$ cat src/cp0_defs.svh
`ifndef CP0_DEFS_SVH
`define CP0_DEFS_SVH

// cp0 register numbers
`define CP0_INDEX     5'd0
`define CP0_ENTRYLO0  5'd2
`define CP0_ENTRYLO1  5'd3
`define CP0_BADVADDR  5'd8
`define CP0_COUNT     5'd9
`define CP0_ENTRYHI   5'd10
`define CP0_COMPARE   5'd11
`define CP0_STATUS    5'd12
`define CP0_CAUSE     5'd13
`define CP0_EPC       5'd14
`define CP0_CONFIG    5'd16

// cause.exccode values
`define EXC_INT   5'd0
`define EXC_MOD   5'd1
`define EXC_TLBL  5'd2
`define EXC_TLBS  5'd3
`define EXC_ADEL  5'd4
`define EXC_ADES  5'd5

`define TLBNUM     16
`define TLB_IDX_W  4

// cache geometry, only reported through config1
`define I_WAYS        2
`define I_LINE_BYTES  32
`define I_LINES       128
`define D_WAYS        2
`define D_LINE_BYTES  16
`define D_LINES       256

`endif

$ cat src/cp0_pkg.sv
`default_nettype none

`include "cp0_defs.svh"

package cp0_pkg;

    // one move-to/move-from access from the pipeline
    typedef struct packed {
        logic [4:0]  reg_num;
        logic [2:0]  sel;
        logic        wen;
        logic [31:0] wdata;
    } cp0_access_t;

    // one page half of a tlb entry, same bit order as entrylo
    typedef struct packed {
        logic [19:0] pfn;
        logic [2:0]  c;
        logic        d;
        logic        v;
    } tlb_page_t;

    // lo[0] is the even page, lo[1] the odd page
    typedef struct packed {
        logic [18:0]     vpn2;
        logic [7:0]      asid;
        logic            g;
        tlb_page_t [1:0] lo;
    } tlb_entry_t;

    typedef struct packed {
        logic                  hit;
        logic [`TLB_IDX_W-1:0] index;
        logic [19:0]           pfn;
        logic [2:0]            c;
        logic                  d;
        logic                  v;
    } tlb_result_t;

    typedef struct packed {
        logic        valid;
        logic        store;
        logic        size_word;
        logic [31:0] vaddr;
    } mem_req_t;

    typedef struct packed {
        logic        valid;
        logic        eret;
        logic [4:0]  exccode;
        logic [31:0] badvaddr;
        logic [18:0] vpn2;
        logic [31:0] pc;
        logic        delay_slot;
    } exc_event_t;

    typedef struct packed {
        logic probe;
        logic read;
        logic write_indexed;
    } tlb_op_t;

endpackage

`default_nettype wire

$ cat src/cp0_regs.sv
`default_nettype none

`include "cp0_defs.svh"

module cp0_regs
    import cp0_pkg::*;
(
    input  wire                    clk,
    input  wire                    reset,
    input  wire cp0_access_t       acc,
    input  wire exc_event_t        exc_event,
    input  wire [5:0]              interrupt,
    input  wire tlb_op_t           tlb_op,
    input  wire tlb_result_t       probe,
    input  wire tlb_entry_t        rd_entry,
    output logic [31:0]            rdata,
    output logic [31:0]            epc,
    output logic                   status_exl,
    output logic                   status_ie,
    output logic [7:0]             status_im,
    output logic [7:0]             cause_ip,
    output logic [7:0]             asid,
    output tlb_entry_t             wr_entry,
    output logic                   wr_en,
    output logic [`TLB_IDX_W-1:0]  tlb_index,
    output logic                   exception_now,
    output logic                   eret_now
);

    // config1 fields
    localparam logic [5:0] mmu_size = 6'(`TLBNUM - 1);
    localparam logic [2:0] c1_is = 3'($clog2(`I_LINES) - 6);
    localparam logic [2:0] c1_il = 3'($clog2(`I_LINE_BYTES) - 1);
    localparam logic [2:0] c1_ia = 3'(`I_WAYS - 1);
    localparam logic [2:0] c1_ds = 3'($clog2(`D_LINES) - 6);
    localparam logic [2:0] c1_dl = 3'($clog2(`D_LINE_BYTES) - 1);
    localparam logic [2:0] c1_da = 3'(`D_WAYS - 1);
    localparam logic [31:0] config1 = {
        1'b0, mmu_size, c1_is, c1_il, c1_ia, c1_ds, c1_dl, c1_da, 7'b0
    };

    logic                  exc_take;
    logic                  eret_take;
    logic                  tlb_exc;
    logic                  index_p;
    logic [`TLB_IDX_W-1:0] index_idx;
    tlb_page_t [1:0]       entry_lo;
    logic [1:0]            entry_lo_g;
    logic [18:0]           entry_hi_vpn2;
    logic [7:0]            entry_hi_asid;
    logic                  cause_bd;
    logic                  cause_ti;
    logic [4:0]            cause_exccode;
    logic [31:0]           badvaddr;
    logic [31:0]           count;
    logic [31:0]           compare;
    logic                  count_tick;
    logic [2:0]            config_k0;
    logic [31:0]           config0;

    function automatic logic mtc0(input logic [4:0] num);
        return acc.wen && acc.sel == 3'd0 && acc.reg_num == num;
    endfunction

    assign exc_take  = exc_event.valid && !exc_event.eret;
    assign eret_take = exc_event.valid && exc_event.eret;
    assign tlb_exc   = exc_take && (exc_event.exccode == `EXC_TLBL ||
                                    exc_event.exccode == `EXC_TLBS ||
                                    exc_event.exccode == `EXC_MOD);

    always_ff @(posedge clk) begin
        if (reset) begin
            index_p   <= 1'b0;
            index_idx <= '0;
        end else if (tlb_op.probe) begin
            index_p   <= !probe.hit;
            index_idx <= probe.index;
        end else if (mtc0(`CP0_INDEX)) begin
            index_idx <= acc.wdata[`TLB_IDX_W-1:0];
        end
    end

    // entrylo layout is pfn, c, d, v, g from bit 25 down
    always_ff @(posedge clk) begin
        if (tlb_op.read) begin
            entry_lo   <= rd_entry.lo;
            entry_lo_g <= {2{rd_entry.g}};
        end else begin
            if (mtc0(`CP0_ENTRYLO0)) begin
                {entry_lo[0], entry_lo_g[0]} <= acc.wdata[25:0];
            end
            if (mtc0(`CP0_ENTRYLO1)) begin
                {entry_lo[1], entry_lo_g[1]} <= acc.wdata[25:0];
            end
        end
    end

    always_ff @(posedge clk) begin
        if (tlb_exc) begin
            entry_hi_vpn2 <= exc_event.vpn2;
        end else if (tlb_op.read) begin
            entry_hi_vpn2 <= rd_entry.vpn2;
            entry_hi_asid <= rd_entry.asid;
        end else if (mtc0(`CP0_ENTRYHI)) begin
            entry_hi_vpn2 <= acc.wdata[31:13];
            entry_hi_asid <= acc.wdata[7:0];
        end
    end

    always_ff @(posedge clk) begin
        if (reset) begin
            status_exl <= 1'b0;
            status_ie  <= 1'b0;
            status_im  <= '0;
        end else if (eret_take) begin
            status_exl <= 1'b0;
        end else if (exc_take) begin
            status_exl <= 1'b1;
        end else if (mtc0(`CP0_STATUS)) begin
            status_im  <= acc.wdata[15:8];
            status_exl <= acc.wdata[1];
            status_ie  <= acc.wdata[0];
        end
    end

    always_ff @(posedge clk) begin
        if (reset) begin
            cause_bd      <= 1'b0;
            cause_exccode <= `EXC_INT;
        end else if (exc_take) begin
            // nested exception keeps the original bd
            if (!status_exl) begin
                cause_bd <= exc_event.delay_slot;
            end
            cause_exccode <= exc_event.exccode;
        end
    end

    // timer interrupt flag
    always_ff @(posedge clk) begin
        if (reset) begin
            cause_ti <= 1'b0;
        end else if (mtc0(`CP0_COMPARE)) begin
            cause_ti <= 1'b0;
        end else if (count == compare) begin
            cause_ti <= 1'b1;
        end
    end

    always_ff @(posedge clk) begin
        if (reset) begin
            cause_ip <= '0;
        end else begin
            cause_ip[7]   <= interrupt[5] || cause_ti;
            cause_ip[6:2] <= interrupt[4:0];
            if (mtc0(`CP0_CAUSE)) begin
                cause_ip[1:0] <= acc.wdata[9:8];
            end
        end
    end

    always_ff @(posedge clk) begin
        if (exc_take && !status_exl) begin
            epc <= exc_event.delay_slot ? exc_event.pc - 32'd4 : exc_event.pc;
        end else if (mtc0(`CP0_EPC)) begin
            epc <= acc.wdata;
        end
    end

    always_ff @(posedge clk) begin
        if (exc_take) begin
            badvaddr <= exc_event.badvaddr;
        end
    end

    // count runs at half the core clock
    always_ff @(posedge clk) begin
        if (reset) begin
            count_tick <= 1'b1;
            count      <= '0;
        end else begin
            count_tick <= !count_tick;
            if (mtc0(`CP0_COUNT)) begin
                count <= acc.wdata;
            end else if (count_tick) begin
                count <= count + 32'd1;
            end
        end
    end

    always_ff @(posedge clk) begin
        if (mtc0(`CP0_COMPARE)) begin
            compare <= acc.wdata;
        end
    end

    always_ff @(posedge clk) begin
        if (reset) begin
            config_k0 <= 3'd2;
        end else if (mtc0(`CP0_CONFIG)) begin
            config_k0 <= acc.wdata[2:0];
        end
    end

    // M set, little endian, MIPS32 R1, standard tlb
    assign config0 = {1'b1, 15'b0, 1'b0, 2'b0, 3'b0, 3'd1, 4'b0, config_k0};

    always_comb begin
        case (acc.reg_num)
            `CP0_INDEX:    rdata = {index_p, {(31 - `TLB_IDX_W){1'b0}}, index_idx};
            `CP0_ENTRYLO0: rdata = {6'b0, entry_lo[0], entry_lo_g[0]};
            `CP0_ENTRYLO1: rdata = {6'b0, entry_lo[1], entry_lo_g[1]};
            `CP0_BADVADDR: rdata = badvaddr;
            `CP0_COUNT:    rdata = count;
            `CP0_ENTRYHI:  rdata = {entry_hi_vpn2, 5'b0, entry_hi_asid};
            `CP0_COMPARE:  rdata = compare;
            `CP0_STATUS:   rdata = {9'b0, 1'b1, 6'b0, status_im, 6'b0, status_exl, status_ie};
            `CP0_CAUSE:    rdata = {cause_bd, cause_ti, 14'b0, cause_ip, 1'b0, cause_exccode, 2'b0};
            `CP0_EPC:      rdata = epc;
            `CP0_CONFIG: begin
                case (acc.sel)
                    3'd0:    rdata = config0;
                    3'd1:    rdata = config1;
                    default: rdata = '0;
                endcase
            end
            default:       rdata = '0;
        endcase
    end

    assign asid          = entry_hi_asid;
    assign wr_entry      = {entry_hi_vpn2, entry_hi_asid, &entry_lo_g, entry_lo};
    assign wr_en         = tlb_op.write_indexed;
    assign tlb_index     = index_idx;
    assign exception_now = exc_take;
    assign eret_now      = eret_take;

    // the prioritizer drops an eret that meets a memory fault
    a_exc_eret_excl: assert property (@(posedge clk) disable iff (reset)
        exc_event.eret |-> exc_event.valid && exc_event.exccode == `EXC_INT);

    // read and write share the index register
    a_tlb_rw_excl: assert property (@(posedge clk) disable iff (reset)
        !(tlb_op.read && tlb_op.write_indexed));

endmodule

`default_nettype wire

$ cat src/tlb.sv
`default_nettype none

`include "cp0_defs.svh"

module tlb
    import cp0_pkg::*;
(
    input  wire                   clk,
    input  wire                   reset,
    input  wire [31:0]            vaddr,
    input  wire [7:0]             asid,
    input  wire [18:0]            probe_vpn2,
    input  wire                   wr_en,
    input  wire [`TLB_IDX_W-1:0]  wr_index,
    input  wire tlb_entry_t       wr_entry,
    input  wire [`TLB_IDX_W-1:0]  rd_index,
    output tlb_result_t           lookup,
    output tlb_result_t           probe,
    output tlb_entry_t            rd_entry
);

    tlb_entry_t         entries [`TLBNUM];
    logic [`TLBNUM-1:0] loaded;
    logic [`TLBNUM-1:0] lookup_match;
    logic [`TLBNUM-1:0] probe_match;

    // an entry takes part in matching only once it has been written
    always_ff @(posedge clk) begin
        if (reset) begin
            loaded <= '0;
        end else if (wr_en) begin
            loaded[wr_index] <= 1'b1;
        end
    end

    always_ff @(posedge clk) begin
        if (wr_en) begin
            entries[wr_index] <= wr_entry;
        end
    end

    // global entries ignore the asid
    function automatic logic entry_match(
        input tlb_entry_t  e,
        input logic [18:0] vpn2,
        input logic [7:0]  cur_asid
    );
        return e.vpn2 == vpn2 && (e.g || e.asid == cur_asid);
    endfunction

    function automatic tlb_result_t encode(
        input logic [`TLBNUM-1:0] match,
        input logic               odd
    );
        tlb_result_t r;
        r = '0;
        for (int i = 0; i < `TLBNUM; i++) begin
            if (match[i]) begin
                r.hit   = 1'b1;
                r.index = i[`TLB_IDX_W-1:0];
                r.pfn   = entries[i].lo[odd].pfn;
                r.c     = entries[i].lo[odd].c;
                r.d     = entries[i].lo[odd].d;
                r.v     = entries[i].lo[odd].v;
            end
        end
        return r;
    endfunction

    always_comb begin
        for (int i = 0; i < `TLBNUM; i++) begin
            lookup_match[i] = loaded[i] && entry_match(entries[i], vaddr[31:13], asid);
            probe_match[i]  = loaded[i] && entry_match(entries[i], probe_vpn2, asid);
        end
    end

    // vaddr bit 12 picks the odd page
    always_comb begin
        lookup = encode(lookup_match, vaddr[12]);
    end

    // probe only needs hit and index
    always_comb begin
        probe = encode(probe_match, 1'b0);
    end

    assign rd_entry = entries[rd_index];

    // two loaded entries covering one page would be a software fault
    a_single_hit: assert property (@(posedge clk) disable iff (reset)
        $onehot0(lookup_match));

endmodule

`default_nettype wire

$ cat src/exc_prioritizer.sv
`default_nettype none

`include "cp0_defs.svh"

module exc_prioritizer
    import cp0_pkg::*;
(
    input  wire mem_req_t     mem,
    input  wire [31:0]        pc,
    input  wire               delay_slot,
    input  wire               eret,
    input  wire tlb_result_t  lookup,
    output exc_event_t        exc_event,
    output logic [31:0]       paddr
);

    logic mapped;
    logic misaligned;
    logic tlb_fault;
    logic mod_fault;

    // kseg0 and kseg1 are 0x8000_0000..0xbfff_ffff, the rest is mapped
    assign mapped     = mem.vaddr[31:30] != 2'b10;
    assign misaligned = mem.size_word && mem.vaddr[1:0] != 2'b00;
    assign tlb_fault  = mapped && !(lookup.hit && lookup.v);
    assign mod_fault  = mapped && mem.store && !lookup.d;

    always_comb begin
        exc_event            = '0;
        exc_event.badvaddr   = mem.vaddr;
        exc_event.vpn2       = mem.vaddr[31:13];
        exc_event.pc         = pc;
        exc_event.delay_slot = delay_slot;
        if (mem.valid && misaligned) begin
            exc_event.valid   = 1'b1;
            exc_event.exccode = mem.store ? `EXC_ADES : `EXC_ADEL;
        end else if (mem.valid && tlb_fault) begin
            // refill and invalid share one code here
            exc_event.valid   = 1'b1;
            exc_event.exccode = mem.store ? `EXC_TLBS : `EXC_TLBL;
        end else if (mem.valid && mod_fault) begin
            exc_event.valid   = 1'b1;
            exc_event.exccode = `EXC_MOD;
        end else if (eret) begin
            exc_event.valid = 1'b1;
            exc_event.eret  = 1'b1;
        end
    end

    assign paddr = mapped ? {lookup.pfn, mem.vaddr[11:0]} : {3'b000, mem.vaddr[28:0]};

endmodule

`default_nettype wire

$ cat src/cp0_mmu_top.sv
`default_nettype none

`include "cp0_defs.svh"

module cp0_mmu_top
    import cp0_pkg::*;
(
    input  wire               clk,
    input  wire               reset,
    input  wire cp0_access_t  cp0_acc,
    input  wire tlb_op_t      tlb_op,
    input  wire mem_req_t     mem,
    input  wire [31:0]        pc,
    input  wire               delay_slot,
    input  wire               eret,
    input  wire [5:0]         interrupt,
    output logic [31:0]       rdata,
    output logic [31:0]       paddr,
    output logic              exception_now,
    output logic              eret_now,
    output logic [31:0]       epc,
    output logic [7:0]        cause_ip,
    output logic              status_exl
);

    tlb_result_t           lookup;
    tlb_result_t           probe;
    tlb_entry_t            rd_entry;
    tlb_entry_t            wr_entry;
    logic                  wr_en;
    logic [`TLB_IDX_W-1:0] tlb_index;
    logic [7:0]            asid;
    exc_event_t            exc_event;

    cp0_regs u_regs (
        .clk           (clk),
        .reset         (reset),
        .acc           (cp0_acc),
        .exc_event     (exc_event),
        .interrupt     (interrupt),
        .tlb_op        (tlb_op),
        .probe         (probe),
        .rd_entry      (rd_entry),
        .rdata         (rdata),
        .epc           (epc),
        .status_exl    (status_exl),
        .status_ie     (),
        .status_im     (),
        .cause_ip      (cause_ip),
        .asid          (asid),
        .wr_entry      (wr_entry),
        .wr_en         (wr_en),
        .tlb_index     (tlb_index),
        .exception_now (exception_now),
        .eret_now      (eret_now)
    );

    // tlbp compares the staged entryhi
    tlb u_tlb (
        .clk        (clk),
        .reset      (reset),
        .vaddr      (mem.vaddr),
        .asid       (asid),
        .probe_vpn2 (wr_entry.vpn2),
        .wr_en      (wr_en),
        .wr_index   (tlb_index),
        .wr_entry   (wr_entry),
        .rd_index   (tlb_index),
        .lookup     (lookup),
        .probe      (probe),
        .rd_entry   (rd_entry)
    );

    exc_prioritizer u_exc (
        .mem        (mem),
        .pc         (pc),
        .delay_slot (delay_slot),
        .eret       (eret),
        .lookup     (lookup),
        .exc_event  (exc_event),
        .paddr      (paddr)
    );

endmodule

`default_nettype wire

$ cat config.mk
export PLATFORM = sky130hd
export DESIGN_NAME = cp0_mmu_top
export DESIGN_NICKNAME = d
export VERILOG_FILES = /design/src/cp0_pkg.sv /design/src/cp0_regs.sv /design/src/tlb.sv /design/src/exc_prioritizer.sv /design/src/cp0_mmu_top.sv
export VERILOG_INCLUDE_DIRS = /design/src
export SDC_FILE = /design/constraint.sdc
export NUM_CORES = 2
export LEC_CHECK = 0
export BUFFER_PORTS_ARGS = -buffer_cell sky130_fd_sc_hd__buf_4
export CORE_ASPECT_RATIO = 0.6
export CORE_MARGIN = 3
export CORE_UTILIZATION = 46
export DETAILED_ROUTE_END_ITERATION = 16
export PLACE_DENSITY = 0.71
export SYNTH_ARGS = -nofsm -noshare
export SYNTH_HDL_FRONTEND = slang
export SYNTH_SLANG_ARGS = --single-unit
$ cat constraint.sdc
create_clock -name clk -period 7.3 [get_ports clk]
set_input_delay 0 -clock clk [delete_from_list [all_inputs] [get_ports clk]]
set_output_delay 0 -clock clk [all_outputs]
set_load 0.03 [all_outputs]
==> flow_summary.yaml <==
run_status:
  outcome: "complete, but fails checks"
  violations: "capacitance limit"
floorplanning:
  coreArea_um2: 161000
  rows: 114
  num_io_pins: 228
  die_h_um: 319
  die_w_um: 527
  die-area_um2: 168000
  initial_utilization_pct: 46.5
power:
  vdd_drop_max_mv: 0.166
  p_leak_nw: 28.1
  pwr-share-seq_pct: 50.8
  clkPwrFrac_pct: 38.0
  share_comb_of_total_power_pct: 11.2
  switching_share_pct: 26.4
  internal_power_mw: 14.8
  power.density_nw_per_um2: 234
  total_power_mw: 20.1
  p_switching_mw: 5.30
clock_network:
  cts_buffers: 143
  clock_latency_ps: 810
  ctsResizeCount: 0
  cts_sinks: 1507
  cts_tree: "built"
  cts_buffer_depth: 3
  htree_levels: 4
  cts-root-buf: "clkbuf_16"
  clk_pin_slew_worst_paths_ps: 70
yosys:
  syn_nets: 5103
  synth-seq-area-share_pct: 59.2
  ys_types: 78
  synth_xor_area_share_pct: 9.60
  synth_ff_type: "edfxtp_1"
  avgSynthCellArea_um2: 15.1
  synth-simple-area-share_pct: 6.65
  synth_compound_area_share_pct: 4.98
  synthCells: 4980
  ys_warn_count: 0
  synth-adder-area-share_pct: 0.0334
  synth_top_family_by_area: "multiplexers"
  synthArstFlopShare_pct: 0
  synth_top_area_share_pct: 57.0
  yosysTopAreaCell: "edfxtp_1"
  syn-cell-area_um2: 75000
  ys_ff_latch: 1507
  synth.area.top_cells: "edfxtp_1 (57%), mux4_2 (12%), xor2_1 (5.1%)"
  synth_edf_count: 1423
  synthMuxAreaShare_pct: 17.4
final_layout:
  multi_input_area_um2: 29200
  layout-drive-gt1-share_pct: 21.5
  syn2layout_area_growth_pct: 14.2
  register_area_um2: 44400
  final_nets: 5439
  fillCellCount: 12866
place:
  numPortBuffers: 227
  place_hpwl_mm: 197
  finalWeightedCongestion: 1.06
sta:
  rsz0062_at_grt: "false"
  slew_viol_final: 0
  hold_viol_final: 0
  min_period_over_period_pct: 89.3
  relSlewSlack_pct: 0.762
  finClkSkew_ps: 45.1
  worst_pin_slew_ps: 1470
  fin_crit_ps: 6520
  finalSetupTns_ps: 0
  max_freq_mhz: 153
  setup_viol: 0
worst_setup_path:
  worst-r2r-setup-slack_ps: 780
  crit_path_end_kind: "flop"
  cp_max_fo: 23
  reg2regPathDepth: 14
  timing.rr.start: "u_regs.asid[4]"
  r2r_end: "u_regs.epc[0]"
  start_kind: "flop"
  required_ps: 7840
  worstPathArrival_ps: 7060
  crit_type: "flop to flop"
grt:
  use_met2_pct: 42.3
  grt.busiest_layer: "met1"
  grtUsageMet1_pct: 48.0
  grt_pass1_wl_mm: 400
  grt.total_usage_pct: 33.9
  grt_antenna_before_repair: 30
  grt_pass1_vias: 49178
  overflow: 0
  grt_max_degree: 104
  met3_usage_pct: 19.9
min_path:
  hold_path_end: "u_regs.compare[9]"
  min_from: "cp0_acc[9]"
  min-delay-path-class: "input port to flop"
  worstHoldPathCells: 2
routing:
  drt_wl_total_mm: 292
  vias: 53206
  avgViaCountPerCell: 7.00
  drc: 0
  dr.pass1.iters: 12
  final_antenna_net_count: 0
  drt_iter0_markers: 10601
  wl_per_cell_um: 38.4
job:
  max_cap_violations: 2
synth_stat cells, types with 10 or more instances:
cell	number
o22ai_1	50
mux2_2	125
or3_1	14
nand3_1	50
xnor2_1	381
and3_1	10
nor2b_1	41
buf_1	54
edfxtp_1	1423
nand2b_1	68
nand4b_1	14
nand4_1	117
buf_4	26
a211oi_1	69
clkbuf_1	207
a22oi_1	75
o21ai_0	50
nor4_1	115
xor2_1	441
inv_1	12
a22o_1	17
dfxtp_1	84
mux4_2	396
a222oi_1	18
a221oi_1	24
a2111oi_0	18
mux2i_1	266
o31ai_1	11
o221ai_1	15
nor2_1	180
nor3_1	47
nand2_1	257
nor4b_1	10
a21oi_1	90
buf_2	64
a221o_1	10
cells by family (layout without fill, tap and decap cells):
kind of cell,after synthesis,count (layout)
AOI/OAI and AO/OA,520,520
other,0,26
muxes,791,791
and+or+nand+nor,967,967
DFF,1507,1507
adders and majority gates,2,2
xor gates and xnor gates,822,822
buffers and inverters,371,825
critical path, cell delays in order (launching register included):
cell and delay [ps]:
edfxtp_1 940, buf_4 380, xor2_1 110, nor4_1 460, a21oi_1 220, nand4b_1 890
nand3_1 500, nor3_1 90, a311oi_1 330, o22ai_1 160, nor3_2 690, a21oi_4 270
buf_4 320, mux2_2 300, dlygate4sd3_1 550
power groups by stage:
stage                     registers [mW]  clock network, mW  logic [mW]
after global placement              10.3                  0        2.03
after floorplan                     10.2                  0        1.25
after detailed placement            10.3                  0        2.05
final                               10.2               7.63        2.25
after CTS                           10.2               7.65        2.14
after global routing                10.2               8.01        2.29
layout make-up:
cell class / count / share of cell area (%)
clock buffers: 180 / 4.50
repair buffers: 550 / 5.39
inverters: 12 / 0.0526
well taps: 2146 / 3.13
multi-input cells: 3102 / 34.1
flip-flops and latches: 1507 / 51.8
clock inverters: 83 / 0.929
diodes: 26 / 0.0759
metrics by stage:
stage / std cells / setup WS, ps / area (um2) / hold slack (ps) / utilization, %
after floorplan: 4980 / 177 / 75000 / 98.9 / -
after global placement: 7138 / 1480 / 79200 / 202 / 49.1
after detailed placement: 7138 / 1280 / 79200 / 201 / 49.1
after CTS: 7580 / 1120 / 85600 / 1.49 / 53.0
after global routing: 7583 / 719 / 85600 / 44.6 / 53.0
final: 7606 / 781 / 85700 / 71.1 / 53.1
how the worst max path moves through the flow:
| stage | from | endpoint | slack, ps | depth (start not counted) |
|---|---|---|---|---|
| 2_1_floorplan | u_regs.tlb_index[3] | u_tlb.entries[10][0] | 180 | 3 |
| 3_3_place_gp | u_regs.asid[0] | u_regs.entry_hi_vpn2[2] | 1480 | 12 |
| 3_5_place_dp | u_regs.asid[4] | u_regs.entry_hi_vpn2[4] | 1280 | 12 |
| 4_1_cts | u_regs.asid[0] | paddr[20] | 1120 | 12 |
| 5_1_grt | u_regs.asid[4] | u_regs.epc[1] | 720 | 15 |
| 6_report | u_regs.asid[4] | u_regs.epc[0] | 780 | 14 |
what timing repair did:
item                                   4_1_cts  5_1_grt
setup buffers                                0        0
setup endpoints to repair                    0        0
hold buffers                               179        0
endpoints found under the hold margin      274        0
layout by cell type, fill, tap and decap left out, types with 69 or more instances in the layout:
cell              n
edfxtp_1       1423
dlygate4sd3_1   179
buf_4           367
dfxtp_1          80
nand2_1         256
xnor2_1         381
a211oi_1         69
nor4_1          115
a22oi_1          75
mux2_2          125
clkbuf_16       147
mux2i_1         266
a21oi_1          90
xor2_1          441
mux4_2          396
nor2_1          165
nand4_1         117
sequential cells by signal, summed over array words and instances (netlist names), named ones only:
signal and count:
u_regs.tlb_index 4, u_regs.badvaddr 32, u_regs.entry_lo_g 2, u_regs.wr_entry 50, u_regs.compare 32, u_regs.status_exl 1, u_tlb.loaded 16, u_regs.cause_ti 1
u_regs.entry_hi_vpn2 19, u_regs.asid 8, u_regs.cause_exccode 3, u_regs.epc 32, u_regs.count 32, u_regs.config_k0 3, u_tlb.entries 1248, u_regs.index_p 1
u_regs.cause_bd 1, u_regs.count_tick 1, u_regs.status_im 8, u_regs.status_ie 1, u_regs.cause_ip 8
layer usage:
metal	part of all wire, %	up-vias
li1	-	20267
met1	38	26800
met2	37	5316
met3	20	797
met4	4.2	26
met5	0.14	-
Note: power is estimated with default switching activity, not from simulation.
